--- src/rv_alu_pkg.sv ---
package rv_alu_pkg;

    //////////////////////////////
    // Field widths
    //////////////////////////////
    localparam int reg_addr_w = 5;
    localparam int alu_op_w   = 4;

    // Accepted major opcodes
    localparam logic [6:0] opcode_op     = 7'b0110011; // Register-register
    localparam logic [6:0] opcode_op_imm = 7'b0010011; // Register-immediate

    //////////////////////////////
    // funct3 codes
    //////////////////////////////
    localparam logic [2:0] f3_add  = 3'b000; // add/sub/addi
    localparam logic [2:0] f3_sll  = 3'b001;
    localparam logic [2:0] f3_slt  = 3'b010;
    localparam logic [2:0] f3_sltu = 3'b011;
    localparam logic [2:0] f3_xor  = 3'b100;
    localparam logic [2:0] f3_sr   = 3'b101; // srl/sra, split by funct7 bit 5
    localparam logic [2:0] f3_or   = 3'b110;
    localparam logic [2:0] f3_and  = 3'b111;

    //////////////////////////////
    // ALU operation codes
    //////////////////////////////
    localparam logic [alu_op_w-1:0] op_add  = 4'd0;
    localparam logic [alu_op_w-1:0] op_sub  = 4'd1;
    localparam logic [alu_op_w-1:0] op_sll  = 4'd2;
    localparam logic [alu_op_w-1:0] op_slt  = 4'd3;
    localparam logic [alu_op_w-1:0] op_sltu = 4'd4;
    localparam logic [alu_op_w-1:0] op_xor  = 4'd5;
    localparam logic [alu_op_w-1:0] op_srl  = 4'd6;
    localparam logic [alu_op_w-1:0] op_sra  = 4'd7;
    localparam logic [alu_op_w-1:0] op_or   = 4'd8;
    localparam logic [alu_op_w-1:0] op_and  = 4'd9;

    // One instruction word, seen as R-type or I-type
    typedef union packed {
        struct packed {
            logic [6:0]            funct7;
            logic [reg_addr_w-1:0] rs2;
            logic [reg_addr_w-1:0] rs1;
            logic [2:0]            funct3;
            logic [reg_addr_w-1:0] rd;
            logic [6:0]            opcode;
        } r_view;
        struct packed {
            logic [11:0]           imm12;
            logic [reg_addr_w-1:0] rs1;
            logic [2:0]            funct3;
            logic [reg_addr_w-1:0] rd;
            logic [6:0]            opcode;
        } i_view;
    } instr_u;

endpackage

--- src/issue_if.sv ---
`timescale 1ns/1ps

interface issue_if #(
    parameter int data_w = 32
);
    logic                                valid;  // One cycle per issued instruction
    logic [rv_alu_pkg::alu_op_w-1:0]     alu_op;
    logic [rv_alu_pkg::reg_addr_w-1:0]   rd;
    logic [data_w-1:0]                   opnd_a;
    logic [data_w-1:0]                   opnd_b; // rs2 data, immediate or shamt

    modport producer (
        output valid, alu_op, rd, opnd_a, opnd_b
    );

    modport consumer (
        input valid, alu_op, rd, opnd_a, opnd_b
    );

endinterface

--- src/rf_read_if.sv ---
`timescale 1ns/1ps

interface rf_read_if #(
    parameter int data_w = 32
);
    logic [rv_alu_pkg::reg_addr_w-1:0] rs1_addr;
    logic [rv_alu_pkg::reg_addr_w-1:0] rs2_addr;
    logic [data_w-1:0]                 rs1_data; // Combinational return
    logic [data_w-1:0]                 rs2_data;

    modport requester (
        output rs1_addr, rs2_addr,
        input  rs1_data, rs2_data
    );

    modport responder (
        input  rs1_addr, rs2_addr,
        output rs1_data, rs2_data
    );

endinterface

--- src/instr_decoder.sv ---
`timescale 1ns/1ps

module instr_decoder #(
    parameter int data_w = 32
) (
    input  logic               clk,
    input  logic               rst,
    input  logic               instr_valid_i,
    input  rv_alu_pkg::instr_u instr_i,
    rf_read_if.requester       rf,
    issue_if.producer          issue
);

    logic                              supported;
    logic                              is_imm;
    logic [rv_alu_pkg::alu_op_w-1:0]   dec_op;
    logic [data_w-1:0]                 imm_ext;
    logic [data_w-1:0]                 shamt_ext;
    logic [data_w-1:0]                 opnd_b_nxt;

    //////////////////////////////
    // Operand fetch
    //////////////////////////////
    assign rf.rs1_addr = instr_i.r_view.rs1;
    assign rf.rs2_addr = instr_i.r_view.rs2;

    // Immediate from the I-type view, shamt sits in the rs2 slot
    assign imm_ext   = {{(data_w-12){instr_i.i_view.imm12[11]}}, instr_i.i_view.imm12};
    assign shamt_ext = {{(data_w-rv_alu_pkg::reg_addr_w){1'b0}}, instr_i.r_view.rs2};

    assign is_imm    = (instr_i.r_view.opcode == rv_alu_pkg::opcode_op_imm);
    assign supported = is_imm || (instr_i.r_view.opcode == rv_alu_pkg::opcode_op);

    //////////////////////////////
    // ALU op select
    //////////////////////////////
    always_comb begin
        case (instr_i.r_view.funct3)
            rv_alu_pkg::f3_add: begin
                // sub only exists in register form
                if (!is_imm && instr_i.r_view.funct7[5]) begin
                    dec_op = rv_alu_pkg::op_sub;
                end else begin
                    dec_op = rv_alu_pkg::op_add;
                end
            end
            rv_alu_pkg::f3_sll:  dec_op = rv_alu_pkg::op_sll;
            rv_alu_pkg::f3_slt:  dec_op = rv_alu_pkg::op_slt;
            rv_alu_pkg::f3_sltu: dec_op = rv_alu_pkg::op_sltu;
            rv_alu_pkg::f3_xor:  dec_op = rv_alu_pkg::op_xor;
            rv_alu_pkg::f3_sr: begin
                dec_op = instr_i.r_view.funct7[5] ? rv_alu_pkg::op_sra : rv_alu_pkg::op_srl;
            end
            rv_alu_pkg::f3_or:   dec_op = rv_alu_pkg::op_or;
            default:             dec_op = rv_alu_pkg::op_and;
        endcase
    end

    // Operand b source
    always_comb begin
        if (!is_imm) begin
            opnd_b_nxt = rf.rs2_data;
        end else if (instr_i.r_view.funct3 == rv_alu_pkg::f3_sll ||
                     instr_i.r_view.funct3 == rv_alu_pkg::f3_sr) begin
            opnd_b_nxt = shamt_ext;
        end else begin
            opnd_b_nxt = imm_ext;
        end
    end

    //////////////////////////////
    // Decode/execute register
    //////////////////////////////
    always_ff @(posedge clk) begin
        if (rst) begin
            issue.valid <= 1'b0;
        end else begin
            issue.valid <= instr_valid_i && supported; // Drop unsupported words
        end
    end

    always_ff @(posedge clk) begin
        issue.alu_op <= dec_op;
        issue.rd     <= instr_i.r_view.rd;
        issue.opnd_a <= rf.rs1_data;
        issue.opnd_b <= opnd_b_nxt;
    end

endmodule

--- src/reg_file.sv ---
`timescale 1ns/1ps

module reg_file #(
    parameter int data_w = 32
) (
    input  logic                              clk,
    input  logic                              rst,
    rf_read_if.responder                      rd_port,
    input  logic                              wb_en_i,
    input  logic [rv_alu_pkg::reg_addr_w-1:0] wb_addr_i,
    input  logic [data_w-1:0]                 wb_data_i
);

    logic [data_w-1:0] regs [1:31]; // x0 is not stored

    // One read port with write-through
    function automatic logic [data_w-1:0] read_port(
        input logic [rv_alu_pkg::reg_addr_w-1:0] addr
    );
        logic [data_w-1:0] val;
        if (addr == '0) begin
            val = '0;
        end else if (wb_en_i && wb_addr_i == addr) begin
            val = wb_data_i; // Bypass the write of this cycle
        end else begin
            val = regs[addr];
        end
        return val;
    endfunction

    always_comb begin
        rd_port.rs1_data = read_port(rd_port.rs1_addr);
        rd_port.rs2_data = read_port(rd_port.rs2_addr);
    end

    //////////////////////////////
    // Write port
    //////////////////////////////
    always_ff @(posedge clk) begin
        if (rst) begin
            for (int i = 1; i < 32; i++) begin
                regs[i] <= '0;
            end
        end else if (wb_en_i && wb_addr_i != '0) begin
            regs[wb_addr_i] <= wb_data_i;
        end
    end

endmodule

--- src/alu_exec.sv ---
`timescale 1ns/1ps

module alu_exec #(
    parameter int data_w = 32
) (
    input  logic                              clk,
    input  logic                              rst,
    issue_if.consumer                         issue,
    output logic                              wb_en_o,
    output logic [rv_alu_pkg::reg_addr_w-1:0] wb_addr_o,
    output logic [data_w-1:0]                 wb_data_o,
    output logic                              result_valid_o,
    output logic [rv_alu_pkg::reg_addr_w-1:0] result_rd_o,
    output logic [data_w-1:0]                 result_o
);

    localparam int sh_w = $clog2(data_w);

    logic [sh_w-1:0]   shamt;
    logic [data_w-1:0] alu_res;

    assign shamt = issue.opnd_b[sh_w-1:0]; // Low bits only

    //////////////////////////////
    // ALU
    //////////////////////////////
    always_comb begin
        case (issue.alu_op)
            rv_alu_pkg::op_add:  alu_res = issue.opnd_a + issue.opnd_b;
            rv_alu_pkg::op_sub:  alu_res = issue.opnd_a - issue.opnd_b;
            rv_alu_pkg::op_sll:  alu_res = issue.opnd_a << shamt;
            rv_alu_pkg::op_slt: begin
                alu_res = data_w'($signed(issue.opnd_a) < $signed(issue.opnd_b));
            end
            rv_alu_pkg::op_sltu: alu_res = data_w'(issue.opnd_a < issue.opnd_b);
            rv_alu_pkg::op_xor:  alu_res = issue.opnd_a ^ issue.opnd_b;
            rv_alu_pkg::op_srl:  alu_res = issue.opnd_a >> shamt;
            rv_alu_pkg::op_sra:  alu_res = $unsigned($signed(issue.opnd_a) >>> shamt);
            rv_alu_pkg::op_or:   alu_res = issue.opnd_a | issue.opnd_b;
            rv_alu_pkg::op_and:  alu_res = issue.opnd_a & issue.opnd_b;
            default:             alu_res = '0;
        endcase
    end

    // Writeback, taken by the register file at the next edge
    assign wb_en_o   = issue.valid;
    assign wb_addr_o = issue.rd;
    assign wb_data_o = alu_res;

    //////////////////////////////
    // Result outputs
    //////////////////////////////
    always_ff @(posedge clk) begin
        if (rst) begin
            result_valid_o <= 1'b0;
        end else begin
            result_valid_o <= issue.valid;
        end
    end

    always_ff @(posedge clk) begin
        result_rd_o <= issue.rd;
        result_o    <= alu_res; // Pulses even for rd x0
    end

endmodule

--- src/rv_alu_pipe.sv ---
`timescale 1ns/1ps

module rv_alu_pipe #(
    parameter int data_w = 32
) (
    input  logic              clk,
    input  logic              rst,
    input  logic              instr_valid_i,
    input  logic [31:0]       instr_i,
    output logic              result_valid_o,
    output logic [4:0]        result_rd_o,
    output logic [data_w-1:0] result_o
);

    logic                              wb_en;
    logic [rv_alu_pkg::reg_addr_w-1:0] wb_addr;
    logic [data_w-1:0]                 wb_data;

    issue_if   #(.data_w(data_w)) u_issue_if ();
    rf_read_if #(.data_w(data_w)) u_rf_read_if ();

    //////////////////////////////
    // Decode
    //////////////////////////////
    instr_decoder #(
        .data_w        (data_w)
    ) u_instr_decoder (
        .clk           (clk),
        .rst           (rst),
        .instr_valid_i (instr_valid_i),
        .instr_i       (instr_i),      // Raw word into the union view
        .rf            (u_rf_read_if.requester),
        .issue         (u_issue_if.producer)
    );

    //////////////////////////////
    // Architectural state
    //////////////////////////////
    reg_file #(
        .data_w    (data_w)
    ) u_reg_file (
        .clk       (clk),
        .rst       (rst),
        .rd_port   (u_rf_read_if.responder),
        .wb_en_i   (wb_en),
        .wb_addr_i (wb_addr),
        .wb_data_i (wb_data)
    );

    //////////////////////////////
    // Execute and writeback
    //////////////////////////////
    alu_exec #(
        .data_w         (data_w)
    ) u_alu_exec (
        .clk            (clk),
        .rst            (rst),
        .issue          (u_issue_if.consumer),
        .wb_en_o        (wb_en),
        .wb_addr_o      (wb_addr),
        .wb_data_o      (wb_data),
        .result_valid_o (result_valid_o),
        .result_rd_o    (result_rd_o),
        .result_o       (result_o)
    );

endmodule

--- config.mk ---
export PLATFORM = sky130hd
export DESIGN_NAME = rv_alu_pipe
export DESIGN_NICKNAME = d
export VERILOG_FILES = /design/src/rv_alu_pkg.sv /design/src/issue_if.sv /design/src/rf_read_if.sv /design/src/instr_decoder.sv /design/src/reg_file.sv /design/src/alu_exec.sv /design/src/rv_alu_pipe.sv
export SDC_FILE = /design/constraint.sdc
export NUM_CORES = 2
export LEC_CHECK = 0
export BUFFER_PORTS_ARGS = -buffer_cell sky130_fd_sc_hd__buf_2
export CAP_MARGIN = 5
export CORE_AREA = 2 2 344 346
export CTS_CLUSTER_SIZE = 30
export DETAILED_ROUTE_END_ITERATION = 10
export DIE_AREA = 0 0 346 348
export PLACE_DENSITY_LB_ADDON = 0.12
export REMOVE_ABC_BUFFERS = 1
export SYNTH_ARGS = -nofsm -noshare
export SYNTH_HDL_FRONTEND = slang
export SYNTH_SLANG_ARGS = --single-unit
--- constraint.sdc ---
create_clock -name clk -period 6 [get_ports clk]
set_input_delay 1.2 -clock clk [delete_from_list [all_inputs] [get_ports clk]]
set_output_delay 1.2 -clock clk [all_outputs]
set_load 0.05 [all_outputs]
Word level (Yosys, flattened, before mapping)
Memory sizes are Yosys's and may differ from the RTL's.
Index checks and enable logic that the tools add are counted.
{ "totals": {"ff_bits": 112, "ram_bits": 992, "in_bits": 35, "output_inout_bits": 38, "word_cells": 69, "mem_count": 1} }
{ "mem_list": {"columns": ["memory", "depth", "width", "rd", "rd_ports_with_merged_regs", "wr", "line_no", "text"], "rows": [
  ["u_reg_file.regs", 31, 32, 2, 0, 31, "reg_file.sv:14", "logic [data_w-1:0] regs [1:31];"]
]} }
{ "classes": {"add_sub_neg": 2, "order_cmp": 2, "eq_ne": 19, "shifts": 3, "muxes": 17, "n_bitwise": 3, "reduce_logical": 14} }
{ "ops": {"columns": ["operator", "n"], "rows": [
  ["$pmux W32 S10", 1],
  ["$mux W32", 6],
  ["$lt A32 B32 Y1", 2],
  ["$add A32 B32 Y32", 1],
  ["$and A32 B32 Y32", 1],
  ["$or A32 B32 Y32", 1],
  ["$reduce_or A32 Y1", 1],
  ["$shl A32 B5 Y32", 1],
  ["$shr A32 B5 Y32", 1],
  ["$sshr A32 B5 Y32", 1],
  ["$sub A32 B32 Y32", 1],
  ["$xor A32 B32 Y32", 1],
  ["$pmux W4 S7", 1],
  ["$eq A4 B3 Y1 const B", 4],
  ["$eq A5 B5 Y1", 2],
  ["$logic_not A5 Y1", 2],
  ["$eq A3 B3 Y1 const B", 3],
  ["$eq A4 B2 Y1 const B", 2],
  ["$eq A4 B4 Y1 const B", 2],
  ["$mux W1", 8],
  ["$eq A7 B5 Y1 const B", 1],
  ["$eq A7 B6 Y1 const B", 1],
  ["$eq A3 B2 Y1 const B", 2],
  ["$logic_and A1 B1 Y1", 5],
  ["8 further kinds", 9]
]} }

Longest topological paths before layout
{ "logic_depth": {"word_depth": 7, "mapped_depth": 18, "depth_no_buf": 14} }

Modules after synthesis
From an unflattened synthesis, not the netlist that was laid out.
{ "unflattened": {"hier_cells": 5144, "area_unflattened_um2": 65949.5} }
{ "by_module_without_submodules": {"columns": ["module", "instances", "cells_per_inst", "area_each_um2", "seq_area_each_um2"], "rows": [
  ["reg_file", 1, 3741, 54722.5, 30749.5],
  ["alu_exec", 1, 1247, 9177.6, 760.7],
  ["instr_decoder", 1, 156, 2049.5, 1481.4]
]} }

Worst setup path after synthesis
Ideal clock, no wire load.
{ "synth_timing": {"kind": "reg-to-reg", "from": "register u_instr_decoder.issue.opnd_b[2]", "to": "memory u_reg_file.regs[10][30], data pin", "setup_time_ns": 0.265, "t_arrival_ns": 3.954, "required_time_ns": 5.735, "path_slack_ns": 1.781, "stages_incl_launch_ff": 19, "path_buffers": 6, "synth_period_minus_slack_ns": 4.219, "cell_sequence": "dfxtp_1 buf_2 inv_1 buf_2 buf_2 buf_1 ha_1 clkbuf_1 a211oi_1 nor2_1 o31ai_1 nand2_1 nand2_1 a31oi_1 a311oi_1 nor2_1 nor4_2 buf_2 nor2_1"} }
{ "synth_rtl": {"columns": ["element", "line_no", "text"], "rows": [
  ["start: declaration", "issue_if.sv:13", "output valid, alu_op, rd, opnd_a, opnd_b"],
  ["start signal: assignment", "instr_decoder.sv:86", "issue.opnd_b <= opnd_b_nxt;"],
  ["end: declaration", "reg_file.sv:14", null]
]} }

Worst setup path in the final report
{ "layout_timing": {"from": "register u_instr_decoder.issue.opnd_b[1]", "to": "register u_instr_decoder.issue.opnd_b[29]"} }
{ "layout_between": {"elab_chain_cells": 5, "word_cells_on_any_way": 9, "cone_classes": "2 x add/sub; 3 x shift; 4 x mux"} }
{ "layout_lines": {"columns": ["element", "line_no", "text"], "rows": [
  ["$sub A32 B32 Y32, or another cell as far along", "alu_exec.sv:30", "rv_alu_pkg::op_sub: alu_res = issue.opnd_a - issue.opnd_b;"],
  ["$pmux W32 S10 *", "alu_exec.sv:28", "case (issue.alu_op)"],
  ["$mux W32 *", "reg_file.sv:23", "end else if (wb_en_i && wb_addr_i == addr) begin"],
  ["$mux W32 *", "reg_file.sv:21", "if (addr == '0) begin"],
  ["$mux W32 *", "instr_decoder.sv:61", "if (!is_imm) begin"],
  ["via u_instr_decoder.opnd_b_nxt[29]", "instr_decoder.sv:19", "logic [data_w-1:0] opnd_b_nxt;"]
]} }
Mark *: on every way through the listed nets, which the timed path passes. The rest lies on a longest branch.
A chain may end at the register's enable or synchronous reset.

==> run summary <==
Final Util - 0.602
Critical Path Stages - 12
Hold path depth - 1
Vias/cell - 7.37
Final ANT Viol Nets - 0
Flops & latches, synth - 1,136
Synth area leaders - edfxtp_1 48%, mux4_2 24%, nor2_1 6.9%, dfxtp_1 3.5%, ha_1 1.9%
Critical Path AT - 5.56 ns
Setup Buffers After CTS - 0
Post-synth EDFFs - 1,024
Final-report setup violation count - 0
Setup Crit Path Kind - register to register
Clock root cell - clkbuf_16
Reg clk slew, reported paths - 0.06 ns
Largest stage delay, worst path - 0.88 ns
DR pass1 iterations - 6
Layout cell share with drive strength beyond 1 - 0.261
Avg Inst Size Synth - 13.3 µm²
WL/cell - 38.3 µm
Synth warn - 0
Max Clock Freq - 202 MHz
# hold bufs at CTS - 0
H-tree levels - 3
Global placement routability congestion - 1.03
Crit path launch type - register
Initial drt markers - 8,215
Design area - 70,400 µm²
RSZ-0062 raised after global routing - false
Yosys top cell by area - edfxtp_1
Final Power - 0.0231 W
# IOs - 73
Hold Crit Class - input pin to register
Largest net degree at the start of global routing - 80
CTS tree - yes
Final Critical Period - 4.95 ns
PD cells - 328 nW/µm²
Critical path's slowest cell - a21oi_4
Die X-Extent - 346 µm
DRC violations left - 0
Number of global-route vias before repair - 44,786
DR vias - 47,026
Final Skew - 0.0331 ns
Routed wl met3 - 36.6 mm
Top Metal Used - met5
Clk_lat worst skew - 0.75 ns
Slew HR - 0.107
Number of max-cap violations - 0
Synth Flop Type - edfxtp_1
Die ar. - 120,000 µm²
Final net count - 4,869
Initial antenna violation count - 14
Total CTS buffers - 116
Post-synthesis sequential area ratio - 0.516
Area growth from synthesis to layout - 10.1%
Die height - 348 µm
CORE AREA - 117,000 µm²
Placed cells - 6,153
Outcome - finished, final reports clean
Crit path cell chain - inv_1 -> ha_1 -> o21bai_1 -> nand3_1 -> a311oi_1 -> o31ai_1 -> and2_1 -> o311a_1 -> a21bo_1 -> a21oi_4 -> nand2_1 -> a31o_1
Port buffer count - 72
Metal-1 WL - 86.1 mm
Fin. Hold Viols - 0
Distinct cells, synth - 92
Routed WL - 244 mm
CTS sink count - 1,136
GRT Total Usage - 0.404
Post-CTS Resized - 0
Met2 routed wirelength - 109 mm
Pins over their slew limit - 0
Hpwl dp - 151 mm
Post-synth top area share - 0.481
First-pass GRT wire length - 340 mm
Worst-case reg-to-reg path depth - 12
Worst Setup End Kind - register
Crit path max-delay family - compound AO/OA/AOI/OAI gates
CTS Buffer Depth - 3
Worst slew pin tran - 1.34 ns
Critical Path RT - 6.62 ns
Netlist Area Pre-Place - 63,900 µm²
Post-DP Area - 66,300 µm²
# rows - 126
Congestion Overflow GR - 0
Async S/R FF share, synth - 0
Buf/Inv on CP - 1
Initial core utilization - 0.546
Post-Syn Instances - 4,816
Crit-path max FO - 35
Total Neg Setup Slack - 0 ns
Period utilization - 0.824
Leak - 25.3 nW
Non-Filler Instances - 6,380
Worst vdd ir - 317 µV
-- where the power goes --
part | total (W) | internal [W] | switching [W]
combinational | 0.00596 | 0.00183 | 0.00413
clock | 0.00772 | 0.00446 | 0.00326
sequential | 0.00944 | 0.00908 | 0.000360
-- cell type report --
cell class	count	area, µm²
fillers	9005	46600
well taps	1536	1920
diodes	5	12.5
multi-input cells	3103	29000
clock inverters	55	693
repair buffers	251	1950
clock buffers	167	3360
flip-flops and latches	1136	33000
inverters	127	477
-- path summary, 6_finish.rpt --
check / from / endpoint / slack (ns)
setup / recovery: u_instr_decoder.issue.opnd_b[1]$_DFF_P_ / u_instr_decoder.issue.opnd_b[29]$_DFF_P_ / 1.05
hold / removal: instr_i[10] / u_instr_decoder.issue.rd[3]$_DFF_P_ / 0.58
setup reg to reg: u_instr_decoder.issue.opnd_b[1]$_DFF_P_ / u_instr_decoder.issue.opnd_b[29]$_DFF_P_ / 1.05
hold reg to reg: u_instr_decoder.issue.rd[2]$_DFF_P_ / u_alu_exec.result_rd_o[2]$_DFF_P_ / 0.61
-- flip-flops by register name, indices dropped and copies added, names as in the netlist --
signal                        count
u_instr_decoder.issue.valid       1
u_alu_exec.result_o              32
u_alu_exec.result_rd_o            5
u_instr_decoder.issue.opnd_b     32
u_alu_exec.result_valid_o         1
u_reg_file.regs                1024
u_instr_decoder.issue.rd          5
u_instr_decoder.issue.alu_op      4
u_instr_decoder.issue.opnd_a     32
-- cell families after synthesis --
| family | count (synthesis) | share of synthesized area |
|---|---|---|
| AND/OR/NAND/NOR | 1596 | 0.103 |
| other | 1 | 0.0000587 |
| flip-flops | 1136 | 0.516 |
| adder cells (fa/ha/maj) | 99 | 0.0196 |
| AO/OA/AOI/OAI | 579 | 0.0650 |
| XOR/XNOR | 20 | 0.00274 |
| buffers and inverters | 608 | 0.0383 |
| multiplexers | 777 | 0.255 |
-- synthesized netlist by cell type (all sizes together) (18+ instances only) --
cell	number
nor2	1180
edfxtp	1024
mux4	680
clkbuf	301
buf	180
nand2	172
a21oi	130
inv	127
dfxtp	112
a211oi	98
ha	97
o21ai	91
mux2i	82
nand2b	48
nor2b	47
nor3	42
nand3	30
o211ai	30
a221oi	22
a31oi	19
a22oi	18
nor4	18
-- metal layers --
metal,GRT usage,up-vias
met1,0.551,24123
met5,0,-
met4,0.171,18
met3,0.125,675
li1,-,18248
met2,0.606,3962
-- through the flow --
stage / hold WS [ns] / setup slack [ns]
after detailed placement: 0.567 / 1.21
after global routing: 0.572 / 0.853
after global placement: 0.572 / 1.17
after CTS: 0.555 / 1.18
after floorplan: 0.435 / -0.894
final: 0.575 / 1.05
-- placed cells by master (no fill, tap or decap), types with 12 or more instances in the layout --
cell type / n
buf_4: 168
nor4_1: 14
mux2_2: 15
nand2b_1: 17
clkinv_2: 20
mux2i_1: 82
dfxtp_1: 107
a211oi_1: 95
inv_1: 116
a22oi_1: 18
clkbuf_8: 22
clkbuf_16: 118
edfxtp_1: 1024
o21bai_1: 12
buf_12: 15
nand3_1: 27
nor3_1: 39
mux4_2: 680
nor2_1: 1177
o221ai_1: 15
nor2b_1: 46
a21oi_1: 124
o21ai_0: 79
nand2b_2: 31
conb_1: 32
a221oi_1: 17
buf_2: 62
nand2_2: 28
clkbuf_1: 27
and2_1: 14
a31oi_1: 19
o211ai_1: 30
nand2_1: 144
a21o_1: 13
bufinv_16: 13
ha_1: 97
-- worst register-to-register path: stages, from the launching register on --
cell and delay, ns:
dfxtp_4 0.64, inv_1 0.29, ha_1 0.39, o21bai_1 0.27
nand3_1 0.27, a311oi_1 0.63, o31ai_1 0.21, and2_1 0.29
o311a_1 0.39, a21bo_1 0.23, a21oi_4 0.88, nand2_1 0.11
a31o_1 0.24
(Power assumes the default switching activity.)
